<file path="src/hw/hm_params.svh">
`ifndef HM_PARAMS_SVH
`define HM_PARAMS_SVH

// Host side widths
`define HM_ADDR_W 64
`define HM_DATA_W 32

// Read requests are page aligned
`define HM_PAGE_BITS 12

// APB register space
`define HM_APB_AW 8

// Read completion buffer
`define HM_BUF_DEPTH 16
`define HM_BUF_AW 4
`define HM_BUF_BASE 8'h40

// Per-operation watchdog
`define HM_TIMER_W 16
`define HM_TIMEOUT_CYCLES 200

`endif

</file>
<file path="src/hw/hm_pkg.sv">
`include "hm_params.svh"

package hm_pkg;

  // Operation state shared with the register block for readback
  typedef enum logic [1:0] {
    HM_IDLE  = 2'd0,
    HM_SEND  = 2'd1,
    HM_RECV  = 2'd2,
    HM_WRITE = 2'd3
  } hm_state_e;

  // APB byte offsets
  typedef enum logic [`HM_APB_AW-1:0] {
    HM_CSR_CTRL     = 8'h00,
    HM_CSR_STAT     = 8'h04,
    HM_CSR_ADDR_LO  = 8'h08,
    HM_CSR_ADDR_HI  = 8'h0C,
    HM_CSR_DATA     = 8'h10,
    HM_CSR_STATE    = 8'h14,
    HM_CSR_RD_COUNT = 8'h18
  } hm_csr_e;

endpackage

</file>
<file path="src/hw/hm_ctrl_if.sv">
`timescale 1ns/1ps
`include "hm_params.svh"

interface hm_ctrl_if
  import hm_pkg::*;
();

  // Commands from the register block
  logic                  start_read;
  logic                  start_write;
  logic [`HM_ADDR_W-1:0] addr;
  logic [`HM_DATA_W-1:0] data;

  // Status back from the state machine
  hm_state_e             state;
  logic                  ev_end;
  logic                  ev_tx_timeout;
  logic                  ev_rx_timeout;
  logic                  ev_wr_timeout;

  modport regs (
    output start_read, start_write, addr, data,
    input  state, ev_end, ev_tx_timeout, ev_rx_timeout, ev_wr_timeout
  );

  modport fsm (
    input  start_read, start_write, addr, data,
    output state, ev_end, ev_tx_timeout, ev_rx_timeout, ev_wr_timeout
  );

endinterface

</file>
<file path="src/hw/hm_apb_regs.sv">
`timescale 1ns/1ps
`include "hm_params.svh"

module hm_apb_regs
  import hm_pkg::*;
(
  input  logic                   sys_clk_i,
  input  logic                   sys_rst_i,

  input  logic                   psel_i,
  input  logic                   penable_i,
  input  logic                   pwrite_i,
  input  logic [`HM_APB_AW-1:0]  paddr_i,
  input  logic [`HM_DATA_W-1:0]  pwdata_i,
  output logic [`HM_DATA_W-1:0]  prdata_o,
  output logic                   pready_o,
  output logic                   pslverr_o,

  hm_ctrl_if.regs                ctrl,

  output logic [`HM_BUF_AW-1:0]  buf_idx_o,
  input  logic [`HM_DATA_W-1:0]  buf_word_i,
  input  logic [`HM_BUF_AW:0]    buf_count_i,

  output logic                   irq_o
);

  hm_csr_e               csr_sel;
  logic                  access;
  logic                  wr_en;
  logic                  idle;
  logic                  reg_hit;
  logic                  in_buf;
  logic [`HM_APB_AW-1:0] buf_off;
  logic [`HM_DATA_W-1:0] rd_data;

  logic                  irq_en;
  logic [3:0]            stat_q;
  logic [3:0]            stat_clr;
  logic [3:0]            ev_vec;
  logic                  start_read_q;
  logic                  start_write_q;
  logic [`HM_ADDR_W-1:0] addr_q;
  logic [`HM_DATA_W-1:0] data_q;

  assign csr_sel = hm_csr_e'(paddr_i);
  assign access  = psel_i & penable_i;
  assign wr_en   = access & pwrite_i;
  assign idle    = (ctrl.state == HM_IDLE);

  // Buffer window of one word per 4 bytes
  assign buf_off   = paddr_i - `HM_BUF_BASE;
  assign in_buf    = (paddr_i >= `HM_BUF_BASE) &&
                     (buf_off[`HM_APB_AW-1:`HM_BUF_AW+2] == '0);
  assign buf_idx_o = buf_off[`HM_BUF_AW+1:2];

  always_comb begin
    rd_data = '0;
    reg_hit = 1'b1;
    case (csr_sel)
      HM_CSR_CTRL:     rd_data = `HM_DATA_W'(irq_en);
      HM_CSR_STAT:     rd_data = `HM_DATA_W'(stat_q);
      HM_CSR_ADDR_LO:  rd_data = addr_q[`HM_DATA_W-1:0];
      HM_CSR_ADDR_HI:  rd_data = addr_q[`HM_ADDR_W-1:`HM_DATA_W];
      HM_CSR_DATA:     rd_data = data_q;
      HM_CSR_STATE:    rd_data = `HM_DATA_W'(ctrl.state);
      HM_CSR_RD_COUNT: rd_data = `HM_DATA_W'(buf_count_i);
      default:         reg_hit = 1'b0;
    endcase
    if (in_buf) begin
      rd_data = buf_word_i;
    end
  end

  // No wait states
  assign pready_o  = access;
  assign pslverr_o = access & ~reg_hit & ~in_buf;
  assign prdata_o  = rd_data;

  assign ev_vec   = {ctrl.ev_wr_timeout, ctrl.ev_rx_timeout, ctrl.ev_tx_timeout, ctrl.ev_end};
  // W1C only honoured while idle
  assign stat_clr = (wr_en && csr_sel == HM_CSR_STAT && idle) ? pwdata_i[3:0] : 4'b0;

  always_ff @(posedge sys_clk_i) begin
    if (sys_rst_i) begin
      irq_en        <= 1'b0;
      stat_q        <= 4'b0;
      start_read_q  <= 1'b0;
      start_write_q <= 1'b0;
    end else begin
      start_read_q  <= wr_en && csr_sel == HM_CSR_CTRL && pwdata_i[1];
      start_write_q <= wr_en && csr_sel == HM_CSR_CTRL && pwdata_i[2];
      if (wr_en && csr_sel == HM_CSR_CTRL && idle) begin
        irq_en <= pwdata_i[0];
      end
      // A new event beats a clear in the same cycle
      stat_q <= (stat_q & ~stat_clr) | ev_vec;
    end
  end

  always_ff @(posedge sys_clk_i) begin
    if (wr_en) begin
      case (csr_sel)
        HM_CSR_ADDR_LO: addr_q[`HM_DATA_W-1:0] <= pwdata_i;
        HM_CSR_ADDR_HI: addr_q[`HM_ADDR_W-1:`HM_DATA_W] <= pwdata_i;
        HM_CSR_DATA:    data_q <= pwdata_i;
        default: ;
      endcase
    end
  end

  assign ctrl.start_read  = start_read_q;
  assign ctrl.start_write = start_write_q;
  assign ctrl.addr        = addr_q;
  assign ctrl.data        = data_q;

  assign irq_o = irq_en & (|stat_q);

endmodule

</file>
<file path="src/hw/hm_fsm.sv">
`timescale 1ns/1ps
`include "hm_params.svh"

module hm_fsm
  import hm_pkg::*;
(
  input  logic                   sys_clk_i,
  input  logic                   sys_rst_i,

  hm_ctrl_if.fsm                 ctrl,

  output logic                   run_o,
  input  logic                   expired_i,

  output logic                   req_valid_o,
  output logic                   req_write_o,
  output logic [`HM_ADDR_W-1:0]  req_addr_o,
  output logic [`HM_DATA_W-1:0]  req_data_o,
  input  logic                   req_ready_i,

  input  logic                   resp_valid_i,
  input  logic                   resp_last_i,

  output logic                   buf_clear_o,
  output logic                   buf_push_o
);

  hm_state_e state_q;
  logic      idle;
  logic      ev_end_q;
  logic      ev_tx_q;
  logic      ev_rx_q;
  logic      ev_wr_q;

  assign idle = (state_q == HM_IDLE);

  always_ff @(posedge sys_clk_i) begin
    if (sys_rst_i) begin
      state_q     <= HM_IDLE;
      req_valid_o <= 1'b0;
      ev_end_q    <= 1'b0;
      ev_tx_q     <= 1'b0;
      ev_rx_q     <= 1'b0;
      ev_wr_q     <= 1'b0;
    end else begin
      ev_end_q <= 1'b0;
      ev_tx_q  <= 1'b0;
      ev_rx_q  <= 1'b0;
      ev_wr_q  <= 1'b0;
      case (state_q)
        HM_IDLE: begin
          // Read wins over write
          if (ctrl.start_read) begin
            state_q     <= HM_SEND;
            req_valid_o <= 1'b1;
          end else if (ctrl.start_write) begin
            state_q     <= HM_WRITE;
            req_valid_o <= 1'b1;
          end
        end
        HM_SEND: begin
          if (expired_i) begin
            state_q     <= HM_IDLE;
            req_valid_o <= 1'b0;
            ev_tx_q     <= 1'b1;
          end else if (req_ready_i) begin
            state_q     <= HM_RECV;
            req_valid_o <= 1'b0;
          end
        end
        HM_RECV: begin
          if (expired_i) begin
            state_q <= HM_IDLE;
            ev_rx_q <= 1'b1;
          end else if (resp_valid_i && resp_last_i) begin
            state_q  <= HM_IDLE;
            ev_end_q <= 1'b1;
          end
        end
        HM_WRITE: begin
          // A write always reports end, even on timeout
          if (expired_i || req_ready_i) begin
            state_q     <= HM_IDLE;
            req_valid_o <= 1'b0;
            ev_end_q    <= 1'b1;
            ev_wr_q     <= expired_i;
          end
        end
        default: state_q <= HM_IDLE;
      endcase
    end
  end

  // Request payload latched when an operation starts
  always_ff @(posedge sys_clk_i) begin
    if (idle && (ctrl.start_read || ctrl.start_write)) begin
      req_write_o <= ~ctrl.start_read;
      req_data_o  <= ctrl.data;
      if (ctrl.start_read) begin
        req_addr_o <= {ctrl.addr[`HM_ADDR_W-1:`HM_PAGE_BITS], {`HM_PAGE_BITS{1'b0}}};
      end else begin
        req_addr_o <= ctrl.addr;
      end
    end
  end

  assign run_o       = ~idle;
  assign buf_clear_o = idle & ctrl.start_read;
  assign buf_push_o  = (state_q == HM_RECV) & resp_valid_i & ~expired_i;

  assign ctrl.state         = state_q;
  assign ctrl.ev_end        = ev_end_q;
  assign ctrl.ev_tx_timeout = ev_tx_q;
  assign ctrl.ev_rx_timeout = ev_rx_q;
  assign ctrl.ev_wr_timeout = ev_wr_q;

endmodule

</file>
<file path="src/hw/hm_read_buf.sv">
`timescale 1ns/1ps
`include "hm_params.svh"

module hm_read_buf (
  input  logic                  sys_clk_i,
  input  logic                  sys_rst_i,

  input  logic                  clear_i,
  input  logic                  push_i,
  input  logic [`HM_DATA_W-1:0] push_data_i,

  input  logic [`HM_BUF_AW-1:0] rd_idx_i,
  output logic [`HM_DATA_W-1:0] rd_word_o,
  output logic [`HM_BUF_AW:0]   count_o
);

  logic [`HM_DATA_W-1:0] mem [`HM_BUF_DEPTH];
  logic [`HM_BUF_AW:0]   wr_ptr_q;
  logic                  full;

  // Extra beats are dropped once full
  assign full = (wr_ptr_q == (`HM_BUF_AW+1)'(`HM_BUF_DEPTH));

  always_ff @(posedge sys_clk_i) begin
    if (sys_rst_i || clear_i) begin
      wr_ptr_q <= '0;
    end else if (push_i && !full) begin
      wr_ptr_q <= wr_ptr_q + 1'b1;
    end
  end

  always_ff @(posedge sys_clk_i) begin
    if (push_i && !full) begin
      mem[wr_ptr_q[`HM_BUF_AW-1:0]] <= push_data_i;
    end
  end

  assign rd_word_o = mem[rd_idx_i];
  assign count_o   = wr_ptr_q;

endmodule

</file>
<file path="src/hw/hm_timer.sv">
`timescale 1ns/1ps
`include "hm_params.svh"

module hm_timer (
  input  logic sys_clk_i,
  input  logic sys_rst_i,
  input  logic run_i,
  output logic expired_o
);

  logic [`HM_TIMER_W-1:0] cnt_q;

  always_ff @(posedge sys_clk_i) begin
    if (sys_rst_i || !run_i) begin
      cnt_q     <= '0;
      expired_o <= 1'b0;
    end else if (cnt_q == `HM_TIMER_W'(`HM_TIMEOUT_CYCLES - 1)) begin
      // Wrap and flag once per period
      cnt_q     <= '0;
      expired_o <= 1'b1;
    end else begin
      cnt_q     <= cnt_q + 1'b1;
      expired_o <= 1'b0;
    end
  end

endmodule

</file>
<file path="src/hw/hm_top.sv">
`timescale 1ns/1ps
`include "hm_params.svh"

module hm_top (
  input  logic                  sys_clk_i,
  input  logic                  sys_rst_i,

  input  logic                  psel_i,
  input  logic                  penable_i,
  input  logic                  pwrite_i,
  input  logic [`HM_APB_AW-1:0] paddr_i,
  input  logic [`HM_DATA_W-1:0] pwdata_i,
  output logic [`HM_DATA_W-1:0] prdata_o,
  output logic                  pready_o,
  output logic                  pslverr_o,

  output logic                  req_valid_o,
  output logic                  req_write_o,
  output logic [`HM_ADDR_W-1:0] req_addr_o,
  output logic [`HM_DATA_W-1:0] req_data_o,
  input  logic                  req_ready_i,

  input  logic                  resp_valid_i,
  input  logic                  resp_last_i,
  input  logic [`HM_DATA_W-1:0] resp_data_i,

  output logic                  irq_o
);

  logic                  run;
  logic                  expired;
  logic                  buf_clear;
  logic                  buf_push;
  logic [`HM_BUF_AW-1:0] buf_idx;
  logic [`HM_DATA_W-1:0] buf_word;
  logic [`HM_BUF_AW:0]   buf_count;

  hm_ctrl_if ctrl ();

  hm_apb_regs u_regs (
    .sys_clk_i   (sys_clk_i),
    .sys_rst_i   (sys_rst_i),
    .psel_i      (psel_i),
    .penable_i   (penable_i),
    .pwrite_i    (pwrite_i),
    .paddr_i     (paddr_i),
    .pwdata_i    (pwdata_i),
    .prdata_o    (prdata_o),
    .pready_o    (pready_o),
    .pslverr_o   (pslverr_o),
    .ctrl        (ctrl.regs),
    .buf_idx_o   (buf_idx),
    .buf_word_i  (buf_word),
    .buf_count_i (buf_count),
    .irq_o       (irq_o)
  );

  hm_fsm u_fsm (
    .sys_clk_i    (sys_clk_i),
    .sys_rst_i    (sys_rst_i),
    .ctrl         (ctrl.fsm),
    .run_o        (run),
    .expired_i    (expired),
    .req_valid_o  (req_valid_o),
    .req_write_o  (req_write_o),
    .req_addr_o   (req_addr_o),
    .req_data_o   (req_data_o),
    .req_ready_i  (req_ready_i),
    .resp_valid_i (resp_valid_i),
    .resp_last_i  (resp_last_i),
    .buf_clear_o  (buf_clear),
    .buf_push_o   (buf_push)
  );

  hm_timer u_timer (
    .sys_clk_i (sys_clk_i),
    .sys_rst_i (sys_rst_i),
    .run_i     (run),
    .expired_o (expired)
  );

  hm_read_buf u_buf (
    .sys_clk_i   (sys_clk_i),
    .sys_rst_i   (sys_rst_i),
    .clear_i     (buf_clear),
    .push_i      (buf_push),
    .push_data_i (resp_data_i),
    .rd_idx_i    (buf_idx),
    .rd_word_o   (buf_word),
    .count_o     (buf_count)
  );

endmodule

</file>
<file path="config.mk">
export PLATFORM = sky130hd
export DESIGN_NAME = hm_top
export DESIGN_NICKNAME = d
export VERILOG_FILES = /design/src/hw/hm_pkg.sv /design/src/hw/hm_ctrl_if.sv /design/src/hw/hm_apb_regs.sv /design/src/hw/hm_fsm.sv /design/src/hw/hm_read_buf.sv /design/src/hw/hm_timer.sv /design/src/hw/hm_top.sv
export VERILOG_INCLUDE_DIRS = /design/src /design/src/hw
export SDC_FILE = /design/constraint.sdc
export NUM_CORES = 1
export LEC_CHECK = 0
export ABC_AREA = 1
export BUFFER_PORTS_ARGS = -buffer_cell sky130_fd_sc_hd__buf_4
export CORE_ASPECT_RATIO = 1.1
export CORE_MARGIN = 2
export CORE_UTILIZATION = 28
export DETAILED_ROUTE_END_ITERATION = 8
export PLACE_DENSITY_LB_ADDON = 0.15
export SLEW_MARGIN = 20
export SYNTH_ARGS = -nofsm -noshare
export SYNTH_HDL_FRONTEND = slang
export SYNTH_SLANG_ARGS = --single-unit
</file>
<file path="constraint.sdc">
create_clock -name sys_clk_i -period 4.85 [get_ports sys_clk_i]
set_input_delay 0 -clock sys_clk_i [delete_from_list [all_inputs] [get_ports sys_clk_i]]
set_output_delay 0 -clock sys_clk_i [all_outputs]
set_load 0.005 [all_outputs]
</file>
; Word level (Yosys, flattened, before mapping)
; Memories as Yosys holds them, arrays and structs flattened.
; Index checks and enable logic that the tools add are counted.
[classes]
mul = 0
shift = 0
bitwise_logic = 19
n_eq_ne = 15
n_reduce_logical = 30
add_sub_neg = 3
mux = 26
n_div = 0
n_lt_le_gt_ge = 1
[ops]
columns = operator, count
row1 = one-hot mux 32 bit (7 select lines), 1
row2 = 2-to-1 mux 32 bit, 1
row3 = "== test 8 x 5 -> 1 bit, second input constant", 3
row4 = "adder 16 x 1 -> 16 bit, second input constant", 1
row5 = "== test 16 x 8 -> 1 bit, second input constant", 1
row6 = "== test 8 x 4 -> 1 bit, second input constant", 2
row7 = 2-to-1 mux 2 bit, 7
row8 = 2-to-1 mux 1 bit, 13
row9 = logical AND 1 bit, 10
row10 = AND 1 bit, 8
row11 = "== test 8 x 3 -> 1 bit, second input constant", 1
row12 = "greater-or-equal comparator 8 x 7 -> 1 bit, second input constant", 1
row13 = zero test 8 bit, 1
row14 = inverter 1 bit, 8
row15 = one-hot mux 2 bit (4 select lines), 1
row16 = AND reduction 4 bit, 2
row17 = "subtractor 8 x 7 -> 8 bit, second input constant", 1
row18 = OR reduction 7 bit, 1
row19 = AND reduction 2 bit, 3
row20 = OR reduction 2 bit, 3
row21 = "adder 5 x 1 -> 5 bit, second input constant", 1
row22 = "== test 5 bit, second input constant", 1
row23 = AND 4 bit, 1
row24 = "== test 2 bit, second input constant", 2
row25 = other kinds (16), 20
[word_totals]
mem_bits_ro = 0
latchBits = 0
ramBits = 512
regBits = 229
memories = 1
elab_cells = 115
[memory_table]
columns = memory, depth, width, rd, rd_ports_with_merged_regs, write_ports, line
row1 = u_buf.mem, 16, 32, 1, 0, 1, hm_read_buf.sv:17  ; logic [`HM_DATA_W-1:0] mem [`HM_BUF_DEPTH];

; Longest topological paths before layout
[logic_depth]
word_depth = 8
ltp_mapped = 14
depth_no_buf = 11

; Hierarchy
; Synthesis repeated with hierarchy kept, for this count alone.
[unflattened]
cells_unflattened = 2842
area_unflattened_um2 = 31019.8
[modules_own_cells]
columns = mod, cells_each, area_per_inst_um2, seq_area_each_um2, n_inst
row1 = hm_read_buf, 2144, 22441.5, 15474.8, 1
row2 = hm_apb_regs, 397, 4342.9, 3022.9, 1
row3 = hm_fsm, 171, 3339.5, 3052.9, 1
row4 = hm_timer, 130, 895.9, 340.3, 1

; Worst setup path after synthesis
; No wires, ideal clock.
[synth_timing]
path_kind = flip-flop to flip-flop
start = register u_buf.wr_ptr_q[0], in the netlist u_buf.count_o[0]
end = memory u_buf.mem[3][0] (netlist bit), enable pin
n_path_buf = 0
required_time_ps = 4389
synth_period_minus_slack_ps = 3674
setup_time_ps = 461
setup_slack_ps = 1176
path_stages_with_launch = 8
arrival_ps = 3213
path_cell_list = dfxtp_1 inv_1 ha_1 nand2_1 o21ai_2 nor2_1 inv_1 nor3_1
[synth_via]
elab_chain_cells = 5
[synth_lines]
columns = item, line
row1 = "start, declared", hm_read_buf.sv:18  ; logic [`HM_BUF_AW:0] wr_ptr_q;
row2 = "start signal, assigned", hm_read_buf.sv:28  ; wr_ptr_q <= wr_ptr_q + 1'b1;
row3 = == test 5 bit, hm_read_buf.sv:22  ; assign full = (wr_ptr_q == (`HM_BUF_AW+1)'(`HM_BUF_DEPTH));
row4 = zero test 1 bit, hm_read_buf.sv:33  ; if (push_i && !full) begin
row5 = logical AND 1 bit, hm_read_buf.sv:33
row6 = 2-to-1 mux 1 bit, hm_read_buf.sv:33
row7 = 2-to-1 mux 1 bit, hm_read_buf.sv:34  ; mem[wr_ptr_q[`HM_BUF_AW-1:0]] <= push_data_i;
row8 = "end, declared", hm_read_buf.sv:17
; Several ways; a longest one is shown, not always the timed one.

; Worst setup path after layout
[layout_timing]
start = register u_buf.wr_ptr_q[2], in the netlist u_buf.count_o[2]
end = memory u_buf.mem[4][11] (netlist bit), enable pin
; Same word-level chain as after synthesis.

==> results by stage <==
Yosys:
- The mapped cell area is between 20000 and 30000 µm².
- By area the synthesized netlist is led by sky130_fd_sc_hd__edfxtp_1 71%, sky130_fd_sc_hd__nand2_1 17%, sky130_fd_sc_hd__nand3_1 2.5%.
- The cell type with the largest total area after synthesis is sky130_fd_sc_hd__edfxtp_1.
- The distinct cell type count of the synthesized netlist is 32.
- Of the total synthesized cell area, the portion taken by XOR and XNOR cells is less than 1%.
- The share of synthesized area in the top cell type comes to 70.7%.
- In this run the mean area of a mapped cell was 11.2 µm².
- When the netlist entered floorplanning its net count stood at roughly 2800.
- After Yosys synthesis, full adders, half adders and majority gates account for 0.209% of the synthesized area.
- The synthesized netlist devotes 1.40% of its cell area to compound gates.
- Counting flops and latches in the post-synthesis netlist gives around 740.
- The area share of and/or/nand/nor cells after synthesis is 21.2%.
- The gate count after technology mapping is roughly 2700.
- By area, the combinational part of the netlist is dominated by simple AND/OR/NAND/NOR gates.
- The proportion of synthesized chip area in sequential cells is 73.1%.
- The synthesis warning total is 0.
- The multiplexer area fraction after synthesis is 0%.

Timing:
- Across all setup checks in the final design, the least slack found is 1.76 ns.
- The count of endpoints failing setup in the final report is 0.
- The count of endpoints failing hold in the final timing report is 0.
- Setup repair after global routing left no endpoint under its margin.
- The final total negative setup slack is 0 ns.
- The maximum clock skew at final layout is ~0.027 ns.
- The highest attainable clock frequency is 0.323 GHz.
- The worst max-slew margin expressed relative to the limit is a little under a third.
- The clock period minus worst slack is 3.09 ns.
- Hold is met by 0.0918 ns.
- The number of pins exceeding their max-slew limit in the final report was 0.
- For the pin with the worst max-slew slack, the measured transition is a little over 1 ns.
- After layout, the worst path uses 63.8% of the clock period.

Outcome:
- The flow ran to the end, and the final reports show no timing, DRC or antenna violations.

Drt:
- The ratio of routed vias to standard cells is 4.45.
- The count of nets left with antenna violations once routing finished came out at 0.
- After detailed routing, the average wire length per cell comes to 19.5 µm.
- In the routed design, unresolved DRC markers number 0.
- The number of design-rule violations left by the first detailed-router iteration is 1346.
- Summing over every cut layer, the via total after detailed routing is 19700.
- The count of TritonRoute iterations in the first routing pass is 7.
- The total routed wirelength is around 86000 µm.

Power:
- For this design the ratio of total power to cell area is roughly 410 nW/µm².
- Summing internal, switching and leakage power gives 15.1 mW.
- VDD sags by at most ~0.38 mV.
- The total leakage power is 14.2 nW.

Die:
- From bottom edge to top edge, the die measures between 300 and 400 µm.
- The initial utilization of the core area, before any placement, comes to 28.3%.
- The placeable core region is approximately 110000 µm².
- In this run the core area contains between 100 and 150 standard-cell rows.
- The floorplan step defined a die boundary enclosing ~110000 µm².
- The die is 316 µm wide.
- For this design the top-level I/O count stands at 213.

Placement:
- The HPWL after detailed placement is 54200 µm.
- The area of placed instances is 33000 µm².
- Prior to clock tree synthesis, the placed netlist has a worst setup slack of 1.76 ns.
- The congestion estimate from routability-driven global placement came to between 0.8 and 0.9.
- The count of buffers added on input and output ports is 212.

Worst setup path:
- The critical path starts at u_buf.count_o[2]$_SDFFE_PP0P_.
- The maximum fanout count along the critical path is 17.
- The cell with the largest stage delay on the worst path is sky130_fd_sc_hd__nor2_4.
- For the worst flop-to-flop path, the logic depth is 7.
- Traced cell by cell, the critical path runs through inv_1, nand2_1, o21ai_2, inv_1, nand2_1, nor2_4, buf_4.
- The type of destination of the critical path is a flip-flop.
- The worst register-to-register path has a setup slack of 1.76 ns.
- For the worst setup path, the data arrival time is roughly 3.4 ns.
- The worst register-to-register path ends at u_buf.mem[4][11]$_DFFE_PP_.
- The critical path required time is 5.15 ns.
- The largest stage delay on the critical path is 0.75 ns.
- The worst setup path endpoint is u_buf.mem[4][11]$_DFFE_PP_.
- The critical register-to-register path startpoint is u_buf.count_o[2]$_SDFFE_PP0P_.
- The worst setup path is of the reg2reg kind.
- The startpoint class of the critical path is a flip-flop.

Clock network:
- The cts-stage hold buffer count is 75.
- After clock tree synthesis, the clock-pin slew on the worst setup and hold paths is about 0.060 ns.
- The number of buffers inserted by post-CTS setup repair is 0.
- The TritonCTS clock tree is done.
- For the worst-skew pair, the clock arrives at the later sink with an insertion delay of 0.63 ns.
- The number of clock buffers added by TritonCTS is a little over 80.
- The clock net in this run drives a total of 741 sinks.
- The total of cells resized after clock tree synthesis is 0.
- No sink is reached through more buffers than the 3 on the longest clock path.
- The cell sitting at the root of the clock tree is a sky130_fd_sc_hd__clkbuf_16.
- The count of H-tree levels built during CTS is 3.

Job:
- The max-capacitance violation count is 0.

Global routing:
- The number of global-route vias before repair came to 19900.
- The first global-routing pass estimated around 130000 µm of wire.
- Across every metal layer, demand over resource in global routing totals 15.6%.
- The number of antenna violations at the first check in global routing was 1.
- The remaining global-route overflow is 0.
- The maximum number of pins on one net before global-route repair is 132.

Final layout:
- The layout-stage area growth over the synthesis result is 21.6%.
- The number of nets at the end of the flow is 3052.
- The finished layout cell area is between 30000 and 40000 µm².
- The fraction of layout cells with a size suffix above 1 is 13.0%.

Min path:
- The min-delay analysis places its worst path in the category in2reg.
[through the flow]
step | util (%) | cells
global route | 34.4 | 4431
detailed placement | 31.2 | 4204
finish | 34.4 | 4431
CTS | 34.4 | 4429
global placement | 31.1 | 4200
floorplan | - | 2684
[power breakdown]
part	internal, mW	leakage [nW]	switching (mW)	total, mW
registers	7.44	6.65	0.109	7.55
clock network	3.50	1.26	2.52	6.02
logic	0.563	6.30	0.968	1.53
total	11.5	14.2	3.60	15.1
[sequential cells by signal (all words and copies together) (netlist names), 2 cells and up]
signal	flops
u_buf.mem	512
u_fsm.req_data_o	32
u_regs.stat_q	4
u_fsm.req_addr_o	64
u_buf.count_o	5
u_regs.ctrl.addr	64
u_fsm.ctrl.state	2
u_timer.cnt_q	16
u_regs.ctrl.data	32
[area by class of cell]
| class | instances | area [µm²] |
|---|---|---|
| multi-input cells | 1713 | 7050 |
| clock inverters | 44 | 393 |
| inverters | 109 | 419 |
| repair buffers | 320 | 2720 |
| fillers | 10500 | 69500 |
| flip-flops and latches | 741 | 21900 |
| well taps | 1397 | 1750 |
| clock buffers | 106 | 2180 |
| diodes | 1 | 2.50 |
[synth_stat cells (all sizes together)]
library cell / number
nand3: 150
nor3: 17
clkbuf: 16
a21boi: 1
a211oi: 1
o22ai: 1
xnor2: 2
dfxtp: 36
and3: 5
o2bb2ai: 1
a21oi: 48
o21ai: 29
nand4: 8
xor2: 4
inv: 109
nor2: 93
buf: 105
ha: 5
nand2: 1348
edfxtp: 705
[routing by layer]
metal	track usage (%)	up-vias	wire [µm]	part of all wire [%]
li1	-	9495	-	-
met1	20.7	9604	38600	45
met2	26.3	527	41600	48
met3	2.05	114	3960	4.6
met4	4.97	0	2130	2.5
met5	0	-	0	0
[critical path, delay by kind of cell, from the launching register on]
kind / cells / cell delay [ns]
flip-flops: 1 / 0.50
AND/OR/NAND/NOR: 3 / 1.31
buffers and inverters: 3 / 0.71
AO/OA/AOI/OAI: 1 / 0.22
[logic make-up after synthesis]
logic type                 Yosys count
buffers and inverters              230
DFF                                741
adders and majority gates            5
AOI/OAI and AO/OA                   81
and+or+nand+nor                   1621
xor gates and xnor gates             6
[cells in the final DEF (no fill, tap or decap), types with 4 or more instances in the layout]
master / n
sky130_fd_sc_hd__bufinv_16: 6
sky130_fd_sc_hd__buf_4: 236
sky130_fd_sc_hd__nor2_4: 22
sky130_fd_sc_hd__clkinv_1: 17
sky130_fd_sc_hd__inv_1: 101
sky130_fd_sc_hd__and3_1: 5
sky130_fd_sc_hd__xor2_1: 4
sky130_fd_sc_hd__inv_2: 5
sky130_fd_sc_hd__clkbuf_1: 22
sky130_fd_sc_hd__nor3_1: 16
sky130_fd_sc_hd__dlygate4sd3_1: 75
sky130_fd_sc_hd__nand4_1: 8
sky130_fd_sc_hd__edfxtp_1: 705
sky130_fd_sc_hd__buf_12: 5
sky130_fd_sc_hd__nand2_1: 1347
sky130_fd_sc_hd__nor2_1: 66
sky130_fd_sc_hd__nor2_2: 5
sky130_fd_sc_hd__dfxtp_1: 36
sky130_fd_sc_hd__inv_6: 5
sky130_fd_sc_hd__a21oi_1: 48
sky130_fd_sc_hd__clkbuf_16: 84
sky130_fd_sc_hd__o21ai_0: 26
sky130_fd_sc_hd__nand3_1: 150
sky130_fd_sc_hd__ha_1: 5
sky130_fd_sc_hd__clkinv_2: 15
[worst min-delay path by stage]
| stage | cells after the start | endpoint | start | slack (ns) |
|---|---|---|---|---|
| after floorplan | 1 | u_timer.expired_o$_SDFF_PP0_ | sys_rst_i | 0.08 |
| final | 7 | u_regs.stat_q[1]$_SDFF_PP0_ | paddr_i[6] | 0.09 |
| after detailed placement | 1 | u_regs.ctrl.addr[10]$_DFFE_PP_ | pwdata_i[10] | 0.20 |
| after global placement | 1 | u_regs.ctrl.addr[59]$_DFFE_PP_ | pwdata_i[27] | 0.20 |
| after global routing | 2 | u_regs.ctrl.data[17]$_DFFE_PP_ | pwdata_i[17] | 0.11 |
| after CTS | 7 | u_regs.stat_q[1]$_SDFF_PP0_ | paddr_i[6] | 0.05 |
No activity file was read; power rests on OpenSTA's default activity.
